### config.mk
export PLATFORM = sky130hd
export DESIGN_NAME = read_return_mux
export DESIGN_NICKNAME = d
export VERILOG_FILES = /design/src/logic/mem_geom_pkg.sv /design/src/logic/read_return_mux.sv
export SDC_FILE = /design/constraint.sdc
export NUM_CORES = 1
export LEC_CHECK = 0
export BUFFER_PORTS_ARGS = -buffer_cell sky130_fd_sc_hd__buf_4
export CORE_AREA = 2 2 126 128
export DETAILED_ROUTE_END_ITERATION = 16
export DIE_AREA = 0 0 128 130
export PLACE_DENSITY_LB_ADDON = 0.1
export SLEW_MARGIN = 0
export SYNTH_ARGS = -nofsm -noshare
export SYNTH_HDL_FRONTEND = slang
export SYNTH_SLANG_ARGS = --single-unit
### constraint.sdc
create_clock -name vclk -period 2.55
set_clock_uncertainty 0.2 [all_clocks]
set_input_delay 0.3825 -clock vclk [all_inputs]
set_output_delay 0.3825 -clock vclk [all_outputs]
set_load 0.03 [all_outputs]
### src/logic/mem_geom_pkg.sv
`default_nettype none

package mem_geom_pkg;

  // Width of one data word and of its bit write mask.
  localparam int unsigned WORD_W = 64;

  // Words held by each bank.
  localparam int unsigned BANK_ELS = 32;

  localparam int unsigned NUM_BANKS = 4; // Banks in the memory.

  localparam int unsigned MEM_ELS = BANK_ELS * NUM_BANKS; // Total words, 128.

  // Derived address widths.
  localparam int unsigned LOCAL_AW   = $clog2(BANK_ELS);  // 5 bits.
  localparam int unsigned BANK_IDX_W = $clog2(NUM_BANKS); // 2 bits.

  // One spare bit above the in-range space, so 128 to 255 decode as errors.
  localparam int unsigned ADDR_W = 8;

endpackage

`default_nettype wire

### src/logic/read_return_mux.sv
`default_nettype none
`timescale 1ns/10ps

module read_return_mux
  import mem_geom_pkg::*;
(
  input  logic [WORD_W-1:0]     bank_data_i [NUM_BANKS],
  input  logic [BANK_IDX_W-1:0] rd_bank_i,
  output logic [WORD_W-1:0]     data_o
);

  logic [NUM_BANKS-1:0] sel;
  logic [WORD_W-1:0]    sel_data;

  // One-hot decode of the bank that served the last read.
  always_comb
  begin
    for (int i = 0; i < NUM_BANKS; i++)
    begin
      sel[i] = (rd_bank_i == BANK_IDX_W'(i));
    end
  end

  // AND-OR select, exactly one term is live.
  always_comb
  begin
    sel_data = '0;
    for (int i = 0; i < NUM_BANKS; i++)
    begin
      sel_data = sel_data | (bank_data_i[i] & {WORD_W{sel[i]}});
    end
  end

  assign data_o = sel_data;

endmodule

`default_nettype wire

==> results of run 1 <==
## path summary, 6_finish.rpt
kind,slack [ns],cells after the start,endpoint,startpoint
max,0.45,4,data_o[2],rd_bank_i[0]
min,0.99,3,data_o[63],bank_data_i[63]
## cells by family after synthesis
family   after synthesis
buf+inv               14
mux                   64
## cells in the mapped netlist, drive strengths merged
library cell	n
buf	14
mux4	64
## final cells by class
type	count	area, um2
Fill cell	1654	11220
Multi-Input combinational cell	64	1456
Tap cell	192	240.2
Timing Repair Buffer	327	2505
## report_power, final
part | leakage, nW | switching, mW | internal [mW]
logic | 2.01 | 0.410 | 0.543
registers | 0 | 0 | 0
clock network | 0 | 0 | 0
total | 2.01 | 0.410 | 0.543
## routing by layer
layer / GRT usage, % / vias to the layer above / share of wire (%)
met2: 28.69 / 168 / 56
li1: - / 1042 / -
met1: 14.50 / 1131 / 34
met4: 1.810 / 0 / 1.5
met5: 0 / - / 0
met3: 2.911 / 10 / 8.4
## critical path, cell delays in order
cell and delay (ns):
buf_4 0.12, buf_12 0.23, mux4_1 0.59, buf_4 0.19
==> results_dict.tcl, run 1 <==
set metrics [dict create \
    worst_hold_slack_ns 0.9941 \
    dieArea_um2 16640 \
    cp-start-kind "primary input" \
    muxShareOfSynthArea_pct 89.75 \
    slew_headroom_pct 77.33 \
    netlist_area_um2 1623 \
    arrival_ns 1.52 \
    numPortBuffers 322 \
    dpl.hpwl_um 11460 \
    cts_resized 0 \
    placed_cells 583 \
    worstPathRequired_ns 1.97 \
    min_period_ns 2.103 \
    drive_gt1_share_pct 98.98 \
    tightestPinTransition_ns 0.3400 \
    antenna_found_initial 0 \
    fmax_mhz 475.6 \
    syn-num-nets 336 \
    placed_cell_area_um2 4202 \
    avgSynthCellArea_um2 20.81 \
    drt-initial-drc-count 76 \
    grt_pass1_wl_um 17190 \
    wl_per_cell_um 21.38 \
    drt-vias-per-instance 4.033 \
    drcViolationCount 0 \
    yosysTopAreaCellShare_pct 83.27 \
    cap_violations 0 \
    cts_setup_buffers 0 \
    seq_area_um2 0 \
    synthToLayoutAreaGrowth_pct 158.9 \
    dieHeight_um 130 \
    cp_max_fo 27 \
    num-nets-final 651 \
    ir_worst_vdd_mv 0.07985 \
    core_area_um2 15420 \
    chipWidth_um 128 \
    period_share_pct 82.46 \
    tns_ns 0 \
    utilization_pct 27.24 \
    row_count 46 \
    hold_class "primary input to output pin" \
    synth_compound_area_share_pct 0 \
    grt_pass1_vias 2669 \
    fin_area_um2 4202 \
    ys_types 5 \
    grtUsageTotal_pct 13.82 \
    final-max-slew-violation-count 0 \
    layout.cells.non_filler 583 \
    path_class "primary input to output pin" \
    synth_xor_area_share_pct 0 \
    setup_viol 0 \
    ys_warn_count 0 \
    seq_cells 0 \
    synth_area_leaders "mux4_2 (83%), buf_12 (7.4%), mux4_1 (6.5%)" \
    setup_ws_ns 0.4474 \
    p_leak_nw 2.014 \
    pin_count 322 \
    initial_core_util_pct 10.52 \
    hold_buffers 0 \
    gp_congestion 0.8825 \
    synth_top_family_by_area "multiplexers" \
    power.total_uw 953.0 \
    wl_um 12470 \
    antenna_cells 0 \
    layout_common_cells "buf_4 (323), mux4_2 (60), mux4_1 (4), buf_12 (4)" \
    outcome "finished, final reports clean" \
    firstDrtPassIters 4 \
    grt_max_degree 30 \
    num_vias 2351 \
    yosys.area_share.simple_pct 0 \
    powerDensity_nw_per_um2 226.8 \
    syn-instance-count 78 \
    grt_overflow_total 0 \
    rsz0062_at_grt "false" \
    crit_path_end_kind "output pin" \
    ant_nets 0 \
    hold_viol 0 \
    layout_commonest_cell "buf_4" \
    synth_largest_area_cell "mux4_2" \
    seq_area_frac_synth_pct 0 \
    clockBufferCount 0 \
    synthAdderAreaFrac_pct 0 \
    pre_cts_ws_ns 0.4167 \
]
No activity file was read; power rests on OpenSTA's default activity.
==> run 2, diff against run 1 <==
Settings changed: CORE_AREA 2 2 126 128 to 2 2 124 126, DIE_AREA 0 0 128 130 to 0 0 126 128.
Clock period 2.55 ns to 1.9 ns, I/O delays scaled along.
==> run 2 against run 1 <==
Compared with the run above: setup slack got worse by 0.39 ns; combinational power is 36% higher; critical path depth stayed put; wire length decreased by 13%; flip-flop and latch count unchanged; via count up 0.98%; hold slack got worse by 0.20 ns; cell area is 1.5% higher; highest routed layer is now met3; core utilization rose by 1.5 points; global-route usage fell by 1.8 points; power grew 37%.
==> results_dict.tcl, run 2 (synthesis gave the netlist of run 1 again) <==
set metrics [dict create \
    drt-initial-drc-count 71 \
    antenna_cells 0 \
    p_comb_share_pct 100.0 \
    seq_cells 0 \
    cp_max_fo 19 \
    crit_path_end_kind "output pin" \
    drcViolationCount 0 \
    arrival_ns 1.36 \
    worstPathRequired_ns 1.41 \
    placed_cell_area_um2 4259 \
    min_period_ns 1.841 \
    placed_cells 584 \
    grt_overflow_total 0 \
    path_class "primary input to output pin" \
    clkPwrFrac_pct 0 \
    drt-vias-per-instance 4.065 \
    drive_gt1_share_pct 99.24 \
    hold_viol 0 \
    grt_pass1_wl_um 15190 \
    hold_buffers 0 \
    num-nets-final 656 \
    cap_violations 0 \
    pin_count 322 \
    dieArea_um2 16130 \
    utilization_pct 28.70 \
    wl_um 10870 \
    grt_max_degree 22 \
    cts_setup_buffers 0 \
    wl_per_cell_um 18.61 \
    initial_core_util_pct 10.92 \
    seq_area_um2 0 \
    clockBufferCount 0 \
    setup_ws_ns 0.05934 \
    p_switching_uw 556.9 \
    tns_ns 0 \
    ir_worst_vdd_mv 0.1217 \
    cp-start-kind "primary input" \
    layout.cells.non_filler 584 \
    hold_class "primary input to output pin" \
    ant_nets 0 \
    p_sw_share_pct 42.79 \
    synthToLayoutAreaGrowth_pct 162.9 \
    row_count 45 \
    antenna_found_initial 0 \
    numPortBuffers 322 \
    layout_commonest_cell "buf_4" \
    fmax_mhz 543.3 \
    slew_headroom_pct 88.34 \
    powerDensity_nw_per_um2 305.1 \
    p_leak_nw 2.047 \
    firstDrtPassIters 4 \
    chipWidth_um 126 \
    grtUsageTotal_pct 11.98 \
    dieHeight_um 128 \
    grt_pass1_vias 2551 \
    tightestPinTransition_ns 0.1749 \
    gp_congestion 0.8084 \
    setup_viol 0 \
    period_share_pct 96.88 \
    outcome "finished, final reports clean" \
    intPower_uw 744.6 \
    rsz0062_at_grt "false" \
    dpl.hpwl_um 10020 \
    layout_common_cells "buf_4 (325), mux4_2 (61), buf_12 (5)" \
    core_area_um2 14860 \
    num_vias 2374 \
    final-max-slew-violation-count 0 \
    power.share.sequential_pct 0 \
    pre_cts_ws_ns -0.03294 \
    fin_area_um2 4267 \
]
run 2: changes by cell type in the layout (fill, tap and decap cells not counted), sizes merged:
cell | previous run | this run
buf | 327 | 332
run 2: worst max-delay path, cell delays in order:
cell and delay, ns:
buf_6 0.13, buf_16 0.19, mux4_2 0.53, buf_4 0.19
run 2: final timing paths:
check | startpoint | depth (start not counted) | to
min | bank_data_i[1] | 3 | data_o[1]
max | rd_bank_i[0] | 4 | data_o[36]
run 2: area by class of cell:
class / count / area, um2
fillers: 1559 / 10600
multi-input cells: 64 / 1453
well taps: 188 / 235.2
repair buffers: 332 / 2579
run 2: routing by layer:
| layer | part of all wire (%) | track usage, % | wire, um |
|---|---|---|---|
| met1 | 38 | 14.88 | 4088 |
| met2 | 53 | 23.02 | 5799 |
| met3 | 9.0 | 2.087 | 982 |
| met4 | 0 | 0 | 0 |
| met5 | 0 | 0 | 0 |
run 2: what timing repair did:
action,in CTS,in global routing
gates cloned,0,0
endpoints found under the hold margin,0,0
gates resized for setup,1,2
setup endpoints to repair,4,1
run 2: through the flow:
stage | hold WS [ns] | power [mW]
after floorplan | 0.6904 | 0.6376
after global placement | 0.8036 | 1.309
after detailed placement | 0.7983 | 1.313
after CTS | 0.7983 | 1.317
after global routing | 0.8125 | 1.368
final | 0.7979 | 1.302
run 2: power by group through the flow:
stage | registers [mW] | clock network [mW] | logic (mW)
3_3_place_gp | 0 | 0 | 1.31
6_report | 0 | 0 | 1.30
2_1_floorplan | 0 | 0 | 0.638
4_1_cts | 0 | 0 | 1.32
5_1_grt | 0 | 0 | 1.37
3_5_place_dp | 0 | 0 | 1.31
