===== src/logic/mem_geom_pkg.sv =====
`default_nettype none

package mem_geom_pkg;

  // Width of one data word and of its bit write mask.
  localparam int unsigned WORD_W = 64;

  // Words held by each bank.
  localparam int unsigned BANK_ELS = 32;

  localparam int unsigned NUM_BANKS = 4; // Banks in the memory.

  localparam int unsigned MEM_ELS = BANK_ELS * NUM_BANKS; // Total words, 128.

  // Derived address widths.
  localparam int unsigned LOCAL_AW   = $clog2(BANK_ELS);  // 5 bits.
  localparam int unsigned BANK_IDX_W = $clog2(NUM_BANKS); // 2 bits.

  // One spare bit above the in-range space, so 128 to 255 decode as errors.
  localparam int unsigned ADDR_W = 8;

endpackage

`default_nettype wire


===== src/logic/mem_req_pkg.sv =====
`default_nettype none

package mem_req_pkg;

  import mem_geom_pkg::*;

  // Request as seen at the memory boundary, 138 bits.
  typedef struct packed {
    logic                v;    // Request strobe.
    logic                w;    // Write when high, read when low.
    logic [ADDR_W-1:0]   addr; // Word address.
    logic [WORD_W-1:0]   data; // Write data.
    logic [WORD_W-1:0]   mask; // Bit write mask, 1 writes the bit.
  } mem_req_t;

  // Request as seen by one bank, 135 bits.
  // Only v differs between banks, the rest is broadcast.
  typedef struct packed {
    logic                v;
    logic                w;
    logic [LOCAL_AW-1:0] addr; // Word address inside the bank.
    logic [WORD_W-1:0]   data;
    logic [WORD_W-1:0]   mask;
  } bank_req_t;

endpackage

`default_nettype wire


===== src/logic/mask_write_bank.sv =====
`default_nettype none
`timescale 1ns/10ps

module mask_write_bank
  import mem_geom_pkg::*;
  import mem_req_pkg::*;
(
  input  logic              clk_i,
  input  logic              rst_n_i,
  input  bank_req_t         req_i,
  output logic [WORD_W-1:0] rd_data_o
);

  logic [WORD_W-1:0] mem_q [BANK_ELS];
  logic [WORD_W-1:0] old_word;
  logic [WORD_W-1:0] wr_word;
  logic              wr_en;
  logic              rd_en;
  logic [WORD_W-1:0] rd_data_q;

  // Single port, so one strobe serves either a read or a write.
  assign wr_en = req_i.v && req_i.w;
  assign rd_en = req_i.v && !req_i.w;

  assign old_word = mem_q[req_i.addr];

  // Keep old bits where the mask is 0, take new data where it is 1.
  always_comb
  begin
    for (int b = 0; b < WORD_W; b++)
    begin
      if (req_i.mask[b])
      begin
        wr_word[b] = req_i.data[b];
      end
      else
      begin
        wr_word[b] = old_word[b];
      end
    end
  end

  // Storage array.
  always_ff @(posedge clk_i)
  begin
    if (wr_en)
    begin
      mem_q[req_i.addr] <= wr_word;
    end
  end

  // Last read word, kept across writes and idle cycles.
  always_ff @(posedge clk_i or negedge rst_n_i)
  begin
    if (!rst_n_i)
    begin
      rd_data_q <= '0;
    end
    else if (rd_en)
    begin
      rd_data_q <= old_word; // Visible the cycle after the read edge.
    end
  end

  assign rd_data_o = rd_data_q;

endmodule

`default_nettype wire


===== config.mk =====
export PLATFORM = sky130hd
export DESIGN_NAME = mask_write_bank
export DESIGN_NICKNAME = d
export VERILOG_FILES = /design/src/logic/mem_geom_pkg.sv /design/src/logic/mem_req_pkg.sv /design/src/logic/mask_write_bank.sv
export SDC_FILE = /design/constraint.sdc
export NUM_CORES = 2
export LEC_CHECK = 0
export BUFFER_PORTS_ARGS = -buffer_cell sky130_fd_sc_hd__buf_2
export CORE_MARGIN = 1
export CORE_UTILIZATION = 32
export CTS_CLUSTER_DIAMETER = 200
export DETAILED_ROUTE_END_ITERATION = 8
export HOLD_SLACK_MARGIN = 0.15
export PLACE_DENSITY = 0.5
export SETUP_SLACK_MARGIN = 0.3
export SYNTH_ARGS = -nofsm -noshare
export SYNTH_HDL_FRONTEND = slang
export SYNTH_SLANG_ARGS = --single-unit

===== constraint.sdc =====
create_clock -name clk_i -period 2.3 [get_ports clk_i]
set_clock_uncertainty 0.2 [all_clocks]
set_input_delay 0.46 -clock clk_i [delete_from_list [all_inputs] [get_ports clk_i]]
set_output_delay 0.46 -clock clk_i [all_outputs]
set_load 0.03 [all_outputs]

==> run_results.csv <==
group,metric,value,unit
run_status,outcome,"finished with violations",
run_status,violations,"DRC",
logic_synthesis,syn_area_per_cell,18.4,um2
worst_setup_path,path_class,"primary input to flip-flop",
logic_synthesis,yosysUniqueCellTypes,27,
power,swShare,22.5,%
sta,clock.fmax,0.448,GHz
sta,slew_violations,0,
power,pwr-share-seq,50.4,%
clock_tree,cts_buffers,218,
place,numPortBuffers,200,
place,dp_hpwl,165,mm
clock_tree,clk_latency,0.88,ns
die,rows,184,
power,peakVddDrop,771,uV
global_route,groute.usage.overall,20.2,%
global_route,grt_util_met2,31.9,%
detailed_routing,drt_pass1_iterations,8,
sta,finalCriticalPeriod,2.23,ns
worst_setup_path,cp.required,2.73,ns
logic_synthesis,ys_seq_area_share,78.0,%
die,start_util,32.2,%
detailed_routing,vias_per_cell,5.17,
detailed_routing,vias,47500,
layout,final_util,43.2,%
logic_synthesis,synthCells,4409,
power,p_clk_share,40.9,%
worst_setup_path,arrival,2.66,ns
die,core_area,251000,um2
worst_setup_path,r2r_slack,0.09,ns
global_route,grt_pass1_wl,361,mm
die,io_pins,201,
die,die_x,505,um
layout,synthToLayoutAreaGrowth,34.3,%
global_route,busiest_layer,"met2",
global_route,grt_pass1_vias,46300,
power,combPwrFrac,8.7,%
clock_tree,clk_pin_slew_worst_paths,0.06,ns
layout,nets,5779,
layout,final_common_cell,"edfxtp_1",
layout,final_cell_mix,"edfxtp_1, mux2i_1, buf_12",
flow_run,max_cap_viol_count,0,
logic_synthesis,yosys_warnings,0,
global_route,grtUsageMet1,28.9,%
place,place_area,97000,um2
layout,drive_gt1_share,29.7,%
logic_synthesis,synth_nets,4546,
clock_tree,clock_tree.buffer_depth,3,
clock_tree,cts_root_buf,"clkbuf_16",
logic_synthesis,synth_flop_cell,"edfxtp_1",
power,switching_power,19500,uW
sta,setup_violations,0,
detailed_routing,drt_iter0_drc,4394,
logic_synthesis,syn_area,80900,um2
logic_synthesis,ys_seq_elements,2112,
global_route,antenna_found_initial,8,
global_route,grt_overflow_total,0,
power,p_leak,0.0388,uW
worst_hold_path,hp-start,"req_i[133]",
worst_hold_path,hold_depth,6,
worst_setup_path,path_max_fanout,10,
die,die-area,255000,um2
worst_setup_path,start_kind,"primary input",
place,gp_congestion,0.790,
sta,hold_violations,0,
sta,min_period_over_period,97.1,%
sta,relSlewSlack,60.3,%
worst_hold_path,hold_class,"primary input to flip-flop",
clock_tree,cts_tree,"done",
detailed_routing,wl_per_cell,28.7,um
logic_synthesis,synth_edf_count,2048,
worst_hold_path,holdPathEnd,"mem_q[24][44]",
worst_setup_path,timing.rr.start,"mem_q[22][13]",
detailed_routing,wl,264,mm
worst_setup_path,path_cells,"clkbuf_4 > buf_4 > buf_4 > nand4bb_4 > buf_12 > buf_12 > o22ai_1 > nor4_2 > buf_4 > a31oi_4 > buf_12 > buf_16",
global_route,grt_util_met3,3.26,%
clock_tree,clock-sinks,2112,
worst_setup_path,cpPeakStageDelay,0.39,ns
logic_synthesis,synthArstFlopShare,3.03,%
global_route,grt_max_degree,40,
die,die_y,505,um
power,p_int,67000,uW
detailed_routing,drc_errors,68,
sta,tightest_slew,0.591,ns
detailed_routing,ant_nets,0,
sta,grt_setup_unrepaired,"yes",
power,powerDensity,796,nW/um2
worst_setup_path,slowest_stage,"nor4_2",
sta,setup-tns-final,0,ns
worst_setup_path,reg2reg_depth,7,
worst_setup_path,r2r-end,"mem_q[19][13]",
layout,stdcell_area,109000,um2
worst_setup_path,endpoint_kind,"flip-flop",
clock_tree,h-tree-depth,4,
[what timing repair did]
action                                  4_1_cts  5_1_grt
hold endpoints to repair                   2152        0
endpoints found under the setup margin     1455     2021
pin swaps                                    23       38
cloned                                       18       20
hold buffers                                148        0
resized for setup                           200      145
setup buffers                                42       25
[power groups by stage]
stage	Sequential (uW)	Clock, uW	Combinational, uW
detailed placement	44400	0	6330
finish	43600	35400	7480
floorplan	44700	0	2570
global route	43600	37500	7910
global placement	44400	0	6250
CTS	43600	36000	7140
[worst max-delay path, delay by kind of cell]
family	cells	cell delay, ns
buffers and inverters	8	1.32
and+or+nand+nor	2	0.54
AOI/OAI and AO/OA	2	0.29
[registers in the layout (all words and copies together) (netlist names)]
register and cells:
mem_q 2048, rd_data_o 64
[metal layers]
layer | part of all wire, % | up-vias
met5 | 0.0049 | -
met4 | 2.4 | 2
met3 | 5.9 | 334
met2 | 46 | 1623
met1 | 45 | 25000
li1 | - | 20500
[cells in the mapped netlist (2+ instances only)]
library cell	instances	area [um2]
a31oi_1	128	801
buf_1	4	15.0
buf_2	177	886
buf_4	6	45.0
buf_6	15	169
clkbuf_1	47	176
dfrtp_1	64	1600
edfxtp_1	2048	61500
inv_1	64	240
mux2i_1	1024	10200
nand2_1	4	15.0
nand3b_1	2	15.0
nand4b_1	5	43.8
nand4bb_1	6	67.6
nor2_1	158	593
nor3_1	4	20.0
nor4_1	128	801
o22ai_1	452	2830
o22ai_2	60	751
or3_1	2	12.5
or3b_2	2	17.5
or4b_1	4	40.0
[cell families after synthesis]
kind of cell	count (synthesis)	share of synthesized area, %
AND/OR/NAND/NOR	320	2.05
flip-flops	2112	78.0
AO/OA/AOI/OAI	640	5.41
buffers and inverters	313	1.89
multiplexers	1024	12.7
[final cells by class]
| type | instances | area, um2 |
|---|---|---|
| Clock buffer | 293 | 5990 |
| Timing Repair Buffer | 1262 | 15900 |
| Fill cell | 21900 | 143000 |
| Clock inverter | 119 | 1250 |
| Antenna cell | 7 | 17.5 |
| Tap cell | 3348 | 4190 |
| Inverter | 64 | 240 |
| Sequential cell | 2112 | 63100 |
| Multi-Input combinational cell | 1984 | 17900 |
[metrics by stage]
| stage | cells | total power (uW) | setup slack [ns] | hold slack, ns |
|---|---|---|---|---|
| finish | 9189 | 86500 | 0.0677 | 0.284 |
| global route | 9188 | 89000 | 0.0219 | 0.272 |
| CTS | 9137 | 86700 | 0.0552 | 0.218 |
| detailed placement | 8517 | 50700 | -1.03 | 0.345 |
| global placement | 8517 | 50600 | -1.06 | 0.331 |
| floorplan | 4409 | 47300 | -1.69 | -0.0356 |
[worst max path at each step]
| stage | slack, ns | endpoint | cells after the start | startpoint |
|---|---|---|---|---|
| after detailed placement | -1.03 | mem_q[4][7] | 9 | req_i[129] |
| after global placement | -1.06 | mem_q[15][7] | 9 | req_i[129] |
| after global routing | 0.02 | mem_q[26][7] | 7 | mem_q[2][7] |
| final | 0.07 | mem_q[19][13] | 12 | req_i[132] |
| after floorplan | -1.69 | mem_q[27][0] | 6 | req_i[129] |
| after CTS | 0.06 | rd_data_o[44] | 1 | rd_data_o[44] |
(Power assumes the default switching activity.)
