`src/logic/mem_geom_pkg.sv`:
```
`default_nettype none

package mem_geom_pkg;

  // Width of one data word and of its bit write mask.
  localparam int unsigned WORD_W = 64;

  // Words held by each bank.
  localparam int unsigned BANK_ELS = 32;

  localparam int unsigned NUM_BANKS = 4; // Banks in the memory.

  localparam int unsigned MEM_ELS = BANK_ELS * NUM_BANKS; // Total words, 128.

  // Derived address widths.
  localparam int unsigned LOCAL_AW   = $clog2(BANK_ELS);  // 5 bits.
  localparam int unsigned BANK_IDX_W = $clog2(NUM_BANKS); // 2 bits.

  // One spare bit above the in-range space, so 128 to 255 decode as errors.
  localparam int unsigned ADDR_W = 8;

endpackage

`default_nettype wire

```
`src/logic/mem_req_pkg.sv`:
```
`default_nettype none

package mem_req_pkg;

  import mem_geom_pkg::*;

  // Request as seen at the memory boundary, 138 bits.
  typedef struct packed {
    logic                v;    // Request strobe.
    logic                w;    // Write when high, read when low.
    logic [ADDR_W-1:0]   addr; // Word address.
    logic [WORD_W-1:0]   data; // Write data.
    logic [WORD_W-1:0]   mask; // Bit write mask, 1 writes the bit.
  } mem_req_t;

  // Request as seen by one bank, 135 bits.
  // Only v differs between banks, the rest is broadcast.
  typedef struct packed {
    logic                v;
    logic                w;
    logic [LOCAL_AW-1:0] addr; // Word address inside the bank.
    logic [WORD_W-1:0]   data;
    logic [WORD_W-1:0]   mask;
  } bank_req_t;

endpackage

`default_nettype wire

```
`src/logic/bank_select.sv`:
```
`default_nettype none
`timescale 1ns/10ps

module bank_select
  import mem_geom_pkg::*;
  import mem_req_pkg::*;
(
  input  logic                  clk_i,
  input  logic                  rst_n_i,
  input  mem_req_t              req_i,
  output bank_req_t             bank_req_o [NUM_BANKS],
  output logic [BANK_IDX_W-1:0] rd_bank_o,
  output logic                  addr_err_o
);

  logic [BANK_IDX_W-1:0] bank_idx;
  logic [LOCAL_AW-1:0]   local_addr;
  logic                  in_range;
  logic                  rd_accept;
  logic                  req_reject;
  logic [BANK_IDX_W-1:0] rd_bank_q;
  logic                  addr_err_q;

  // Upper bits pick the bank, lower bits the word inside it.
  assign bank_idx   = req_i.addr[LOCAL_AW +: BANK_IDX_W];
  assign local_addr = req_i.addr[LOCAL_AW-1:0];

  assign in_range   = (req_i.addr < ADDR_W'(MEM_ELS));
  assign rd_accept  = req_i.v && !req_i.w && in_range; // Read that a bank serves.
  assign req_reject = req_i.v && !in_range;

  // Broadcast payload, strobe only the addressed bank.
  always_comb
  begin
    for (int i = 0; i < NUM_BANKS; i++)
    begin
      bank_req_o[i].v    = req_i.v && in_range && (bank_idx == BANK_IDX_W'(i));
      bank_req_o[i].w    = req_i.w;
      bank_req_o[i].addr = local_addr;
      bank_req_o[i].data = req_i.data;
      bank_req_o[i].mask = req_i.mask;
    end
  end

  always_ff @(posedge clk_i or negedge rst_n_i)
  begin
    if (!rst_n_i)
    begin
      rd_bank_q  <= '0;
      addr_err_q <= 1'b0;
    end
    else
    begin
      addr_err_q <= req_reject; // One cycle pulse per rejected request.
      if (rd_accept)
      begin
        rd_bank_q <= bank_idx; // Steers the return mux until the next read.
      end
    end
  end

  assign rd_bank_o  = rd_bank_q;
  assign addr_err_o = addr_err_q;

endmodule

`default_nettype wire

```
`config.mk`:
```
export PLATFORM = sky130hd
export DESIGN_NAME = bank_select
export DESIGN_NICKNAME = d
export VERILOG_FILES = /design/src/logic/mem_geom_pkg.sv /design/src/logic/mem_req_pkg.sv /design/src/logic/bank_select.sv
export SDC_FILE = /design/constraint.sdc
export NUM_CORES = 1
export LEC_CHECK = 0
export ABC_AREA = 1
export BUFFER_PORTS_ARGS = -buffer_cell sky130_fd_sc_hd__clkbuf_2
export CAP_MARGIN = 20
export CORE_AREA = 2 2 262 264
export DETAILED_ROUTE_END_ITERATION = 10
export DIE_AREA = 0 0 264 266
export PLACE_DENSITY_LB_ADDON = 0.3
export SLEW_MARGIN = 20
export SYNTH_ARGS = -nofsm -noshare
export SYNTH_HDL_FRONTEND = slang
export SYNTH_SLANG_ARGS = --single-unit
```
`constraint.sdc`:
```
create_clock -name clk_i -period 0.8 [get_ports clk_i]
set_input_delay 0.04 -clock clk_i [delete_from_list [all_inputs] [get_ports clk_i]]
set_output_delay 0.04 -clock clk_i [all_outputs]
set_load 0.05 [all_outputs]
```
==> results.md, run 1 <==
* Outcome: complete, but fails checks
* Violated checks: negative setup slack
* Register area at 77.6 µm²
* Most common cell after layout, fill and taps aside: clkbuf_2
* Setup CP Type: reg2out
* YS warnings at 0
* First-pass DRT Iterations at 2
* Global-route wire length before repair at 11900 µm
* Die area at 0.0702 mm²
* Top Metal Used: met4
* # diodes at 0
* Slew @ Worst Pin at 0.276 ns
* Slowest stage cell, crit path: dfrtp_2
* Clock transition at the registers of the reported paths at 0.03 ns
* WP depth at 1
* Fin worst setup slack at -0.0377 ns
* Antenna violations before repair at 0
* Element type at the critical path end: output port
* Mapped Area at 0.00418 mm²
* Syn-to-layout area delta at -63.2%
* Final wirelength at 10200 µm
* Fillers at 8139
* Num rows at 96
* Iter 0 DRT Violations at 38
* Syn_nets at 697
* Clock buffer count from CTS at 3
* RSZ-0062 raised after global routing: true
* CTS tree: yes
* Tmin final at 0.838 ns
* Cell family with most CP delay: flip-flops
* CP bufs+invs at 1
* Metal-1 WL at 404 µm
* CP peak stage delay at 0.42 ns
* Worst hold path class: in2reg
* Fin crit share at 105%
* Sequential share of the synthesized area at 1.80%
* Routed length per instance at 11.0 µm
* Pwr/cell area at 835 mW/mm²
* Worst r2r path cells at 2
* Syn Inst Count at 557
* Hold Fails Final Rpt at 0
* Fmax at 1.19 GHz
* H-tree level count at 1
* Congestion Overflow GR at 0
* Initial Util at 6.17%
* Worst hold slack at 0.0669 ns
* Arrival @ worst endpoint at 0.80 ns
* Placer Congestion at 0.505
* Synth Register Bits at 3
* Max Cap Violations at 0
* Die width at 264 µm
* Via count at 800
* CTS Sinks at 3
* Vias in the first global route at 979
* Die Ht at 266 µm
* Worst IR drop on VDD at 876 µV
* Setup Fix Bufs, Post-CTS at 0
* Final Slew Violations at 0
* Leakage at 0.237 nW
* Setup TNS Final at -0.0671 ns
* Layout cell share with drive strength beyond 1 at 64.4%
* Slew HR at 81.7%
* Reg2Reg Setup Slack at 0.14 ns
* I/O Pins at 683
* Net count, final at 186
* CTS root buf: clkbuf_16
* Wire length on met2 at 4210 µm
* Vias per inst at 0.863
* Largest net degree at the start of global routing at 6
* Port bufs at 17
* Post-route DRC violation count at 0
* Deepest clock path buffer count at 2
* Setup Skew at 0 ns
* Multi-input gate area at 82.6 µm²
* Total GRT Usage at 2.61%
* Worst skew pair latency at 0.22 ns
* Most frequent cells in the layout: 10 x clkbuf_2, 5 x inv_1, 5 x nand2_1
* CP cell instances: buf_8
* Yosys cell types at 8
* Post-route ant nets at 0
* Hold path depth at 3
* Post-Syn Area per Cell at 7.50 µm²
* CP Data Required Time at 0.76 ns
* Max Fanout on Critical Path at 2
* Core Footprint at 0.0677 mm²
* Type of origin of the critical path: flop
* Setup Viol. Count Final at 2
* Routed wl met3 at 3640 µm
flip-flops by register name, indices dropped and copies added, names as in the netlist:
name / count
rd_bank_o: 2
addr_err_o: 1
final timing paths:
path / start / end
worst max-delay path: rd_bank_o[1] / rd_bank_o[1]
min in group asynchronous: rst_n_i / addr_err_o
worst max register to register: rd_bank_o[1] / rd_bank_o[1]
max in group asynchronous: rst_n_i / rd_bank_o[0]
worst min-delay path: req_i[135] / addr_err_o
worst min register to register: rd_bank_o[0] / rd_bank_o[0]
what timing repair did:
action	4_1_cts	5_1_grt
endpoints found under the hold margin	3	0
hold buffers	1	0
cloned	0	0
resized for setup	6	7
setup endpoints to repair	3	5
power breakdown:
group | leakage, nW | switching [mW] | total, mW | internal [mW]
combinational | 0.163 | 0.195 | 0.298 | 0.103
clock | 0.0382 | 0.132 | 0.789 | 0.657
sequential | 0.0354 | 0.0208 | 0.196 | 0.175
total | 0.237 | 0.348 | 1.28 | 0.935
tightest hold or removal path, cell delays in order:
cell	delay (ns)
clkbuf_2	0.09
nand2_1	0.06
inv_1	0.06
Yosys cell counts (all sizes together):
| cell type | n | area, µm² |
|---|---|---|
| buf | 536 | 4020 |
| nand4 | 2 | 12.5 |
| inv | 5 | 18.8 |
| nor3 | 4 | 20.0 |
| dfrtp | 3 | 75.1 |
| nand3 | 1 | 5.00 |
| nand2 | 6 | 25.0 |
layer usage:
| layer | GRT usage [%] | up-vias |
|---|---|---|
| met1 | 0.213 | 167 |
| met5 | 0 | - |
| li1 | - | 115 |
| met2 | 3.82 | 358 |
| met4 | 4.91 | 0 |
| met3 | 3.95 | 160 |
final cells by class:
class | instances | area share (%)
well taps | 882 | 71.8
repair buffers | 20 | 11.4
multi-input cells | 13 | 5.37
clock buffers | 4 | 5.13
flip-flops and latches | 3 | 5.05
inverters | 5 | 1.22
cells by family (layout without fill, tap and decap cells):
group	Yosys count	count (layout)	share of synthesized area, %
buffers and inverters	541	29	96.7
AND/OR/NAND/NOR	13	13	1.50
flip-flops	3	3	1.80
per-stage QoR:
step / worst slack, ns / utilization (%) / instances / power, mW / area [µm²]
final: -0.0377 / 2.27 / 927 / 1.28 / 1540
after global routing: -0.0455 / 2.27 / 927 / 1.32 / 1540
after CTS: -0.0587 / 2.26 / 927 / 1.28 / 1530
after detailed placement: 0.00428 / 2.09 / 922 / 0.447 / 1410
after global placement: 0.0181 / 2.09 / 922 / 0.444 / 1410
after floorplan: -0.0856 / - / 557 / 7.53 / 4200
No activity file was read; power rests on OpenSTA's default activity.
==> run 2, diff against run 1 <==
- SETUP_SLACK_MARGIN: not set -> 0.15
- TNS_END_PERCENT: not set -> 50
- clock period: 0.8 -> 0.9 ns (I/O delays scaled with it)
==> run 2 against run 1 <==
Against the previous run: combinational power fell by 10%; utilization about the same; first-iteration DRC count grew 24%; sequential power down 14%; die area unchanged; critical path depth did not move; the flow now finishes without violations; register-to-register slack hardly changed; power fell by 11%; clock skew did not move; routed wire length rose by 3.6%; critical endpoint is now rd_bank_o[0]; sequential share of layout area decreased by 0.15 points; count of clock-buffer cells in the layout unchanged.
==> results.md, run 2 (synthesis gave the netlist of run 1 again) <==
* First-pass DRT Iterations at 4 (+2)
* Global-route wire length before repair at 12300 µm (+3.4%)
* Die Ht at 266 µm (unchanged)
* Cell Area, Placed at 0.00140 mm² (-1.2%)
* Vias in the first global route at 948 (-3.2%)
* CTS root buf: clkbuf_16
* # diodes at 0 (unchanged)
* CP Capture Point: rd_bank_o[0]
* Post-route DRC violation count at 0 (unchanged)
* Vias per inst at 0.864 (+0.14%)
* Arrival @ worst endpoint at 0.78 ns (-0.02 ns)
* Num rows at 96 (unchanged)
* Max FFs per register at 2 (unchanged)
* Deepest clock path buffer count at 2 (unchanged)
* CTS Sinks at 3 (unchanged)
* Reg2Reg Setup Slack at 0.15 ns (about the same)
* RSZ-0062 raised after global routing: true
* Element type at the critical path end: output port
* Total GRT Usage at 2.72% (+0.11 points)
* Worst hold slack at 0.0795 ns (+0.0126 ns)
* Port bufs at 17 (unchanged)
* Fmax at 1.21 GHz
* Final wirelength at 10600 µm (+3.6%)
* Final Slew Violations at 0 (unchanged)
* Die width at 264 µm (unchanged)
* Worst skew pair latency at 0.22 ns (about the same)
* Hpwl dp at 9000 µm
* Die area at 0.0702 mm² (unchanged)
* Cell family with most CP delay: flip-flops
* Max Cap Violations at 0 (unchanged)
* Hold path depth at 3 (unchanged)
* Hold Fails Final Rpt at 0 (unchanged)
* Setup TNS Final at 0 ns (+0.0671 ns)
* Worst r2r src: rd_bank_o[0]
* Most frequent cells in the layout: 10 x clkbuf_2, 5 x nand2_1, 4 x inv_1, 4 x nor3_2
* Clock transition at the registers of the reported paths at 0.03 ns (about the same)
* Leakage at 0.247 nW (+4.1%)
* Final Instance Count excl. Fillers at 928 (+0.11%)
* Clock buffer count from CTS at 3 (unchanged)
* Worst r2r path cells at 3 (+1)
* R2r endpoint: rd_bank_o[0]
* Max Fanout on Critical Path at 2 (unchanged)
* Final Util at 2.26% (-0.0037 points)
* Fin worst setup slack at 0.0769 ns (+0.115 ns)
* Outcome: finished clean
* WP depth at 1 (unchanged)
* Fin area at 0.00153 mm² (-0.16%)
* Layout cell share with drive strength beyond 1 at 63.0% (-1.4 points)
* Congestion Overflow GR at 0 (unchanged)
* Pre-CTS setup slack at 0.119 ns (+0.115 ns)
* Type of origin of the critical path: flop
* Tmin final at 0.823 ns
* Setup Viol. Count Final at 0 (-2)
* Slew @ Worst Pin at 0.276 ns (+0.000365 ns)
* Largest net degree at the start of global routing at 6 (unchanged)
* Most common cell after layout, fill and taps aside: clkbuf_2
* Placer Congestion at 0.491 (-2.7%)
* Worst IR drop on VDD at 1060 µV (+22%)
* Pwr/cell area at 746 mW/mm² (-11%)
* H-tree level count at 1 (unchanged)
* Post-route ant nets at 0 (unchanged)
* Fillers at 8141 (+0.025%)
* Slowest stage cell, crit path: dfrtp_1
* CP bufs+invs at 1 (unchanged)
* Iter 0 DRT Violations at 47 (+24%)
* Final Power at 1.14 mW (-11%)
* CP startpoint: rd_bank_o[0]
* Cell total after placement at 922 (unchanged)
* Slew HR at 81.7% (about the same)
* CP peak stage delay at 0.39 ns (-0.03 ns)
* Net count, final at 187 (+0.54%)
* Initial Util at 6.17% (unchanged)
* Setup CP Type: reg2out
* Routed length per instance at 11.4 µm (+3.5%)
* I/O Pins at 683 (unchanged)
* Core Footprint at 0.0677 mm² (unchanged)
* Fin crit share at 91.5%
* Antenna violations before repair at 0 (unchanged)
* Worst hold path class: in2reg
* Via count at 802 (+0.25%)
* CTS tree: yes
* CP Data Required Time at 0.85 ns (+0.09 ns)
* Syn-to-layout area delta at -63.3%
* Setup Skew at 0 ns (unchanged)
* CP cell instances: buf_8
==> run 2: per-layer routing <==
layer  global-route usage, %  vias to the layer above  part of all wire, %  routed length, µm
li1                        -                      117                    -                  -
met1                   0.285                      167                  4.2                447
met2                    3.61                      336                   37               3940
met3                    3.98                      182                   36               3770
met4                    5.97                        0                   23               2450
met5                       0                        -                    0                  0
==> run 2: where the power goes <==
group	switching (mW)	internal [mW]
Clock	0.124	0.585
Sequential	0.0150	0.153
Combinational	0.172	0.0955
==> run 2: area by class of cell <==
class | count | area, µm² | share of cell area [%]
inverters | 5 | 18.8 | 1.22
multi-input cells | 13 | 87.6 | 5.71
well taps | 882 | 1100 | 71.9
flip-flops and latches | 3 | 75.1 | 4.89
clock buffers | 4 | 78.8 | 5.14
repair buffers | 21 | 170 | 11.1
==> run 2: how the worst min path moves through the flow <==
stage                from               to  slack (ns)
5_1_grt        req_i[121]  bank_req_o[391]        0.09
3_3_place_gp      rst_n_i       addr_err_o       -0.16
3_5_place_dp      rst_n_i       addr_err_o       -0.16
4_1_cts        req_i[135]       addr_err_o        0.08
6_report       req_i[135]       addr_err_o        0.08
2_1_floorplan     rst_n_i       addr_err_o       -0.25
==> run 2: repair_timing <==
item | in CTS | in global routing
cloned | 0 | 0
hold endpoints to repair | 3 | 0
endpoints found under the setup margin | 7 | 8
hold buffers | 1 | 0
buffers inserted | 1 | 0
pin swaps | 0 | 0
gates resized for setup | 6 | 11
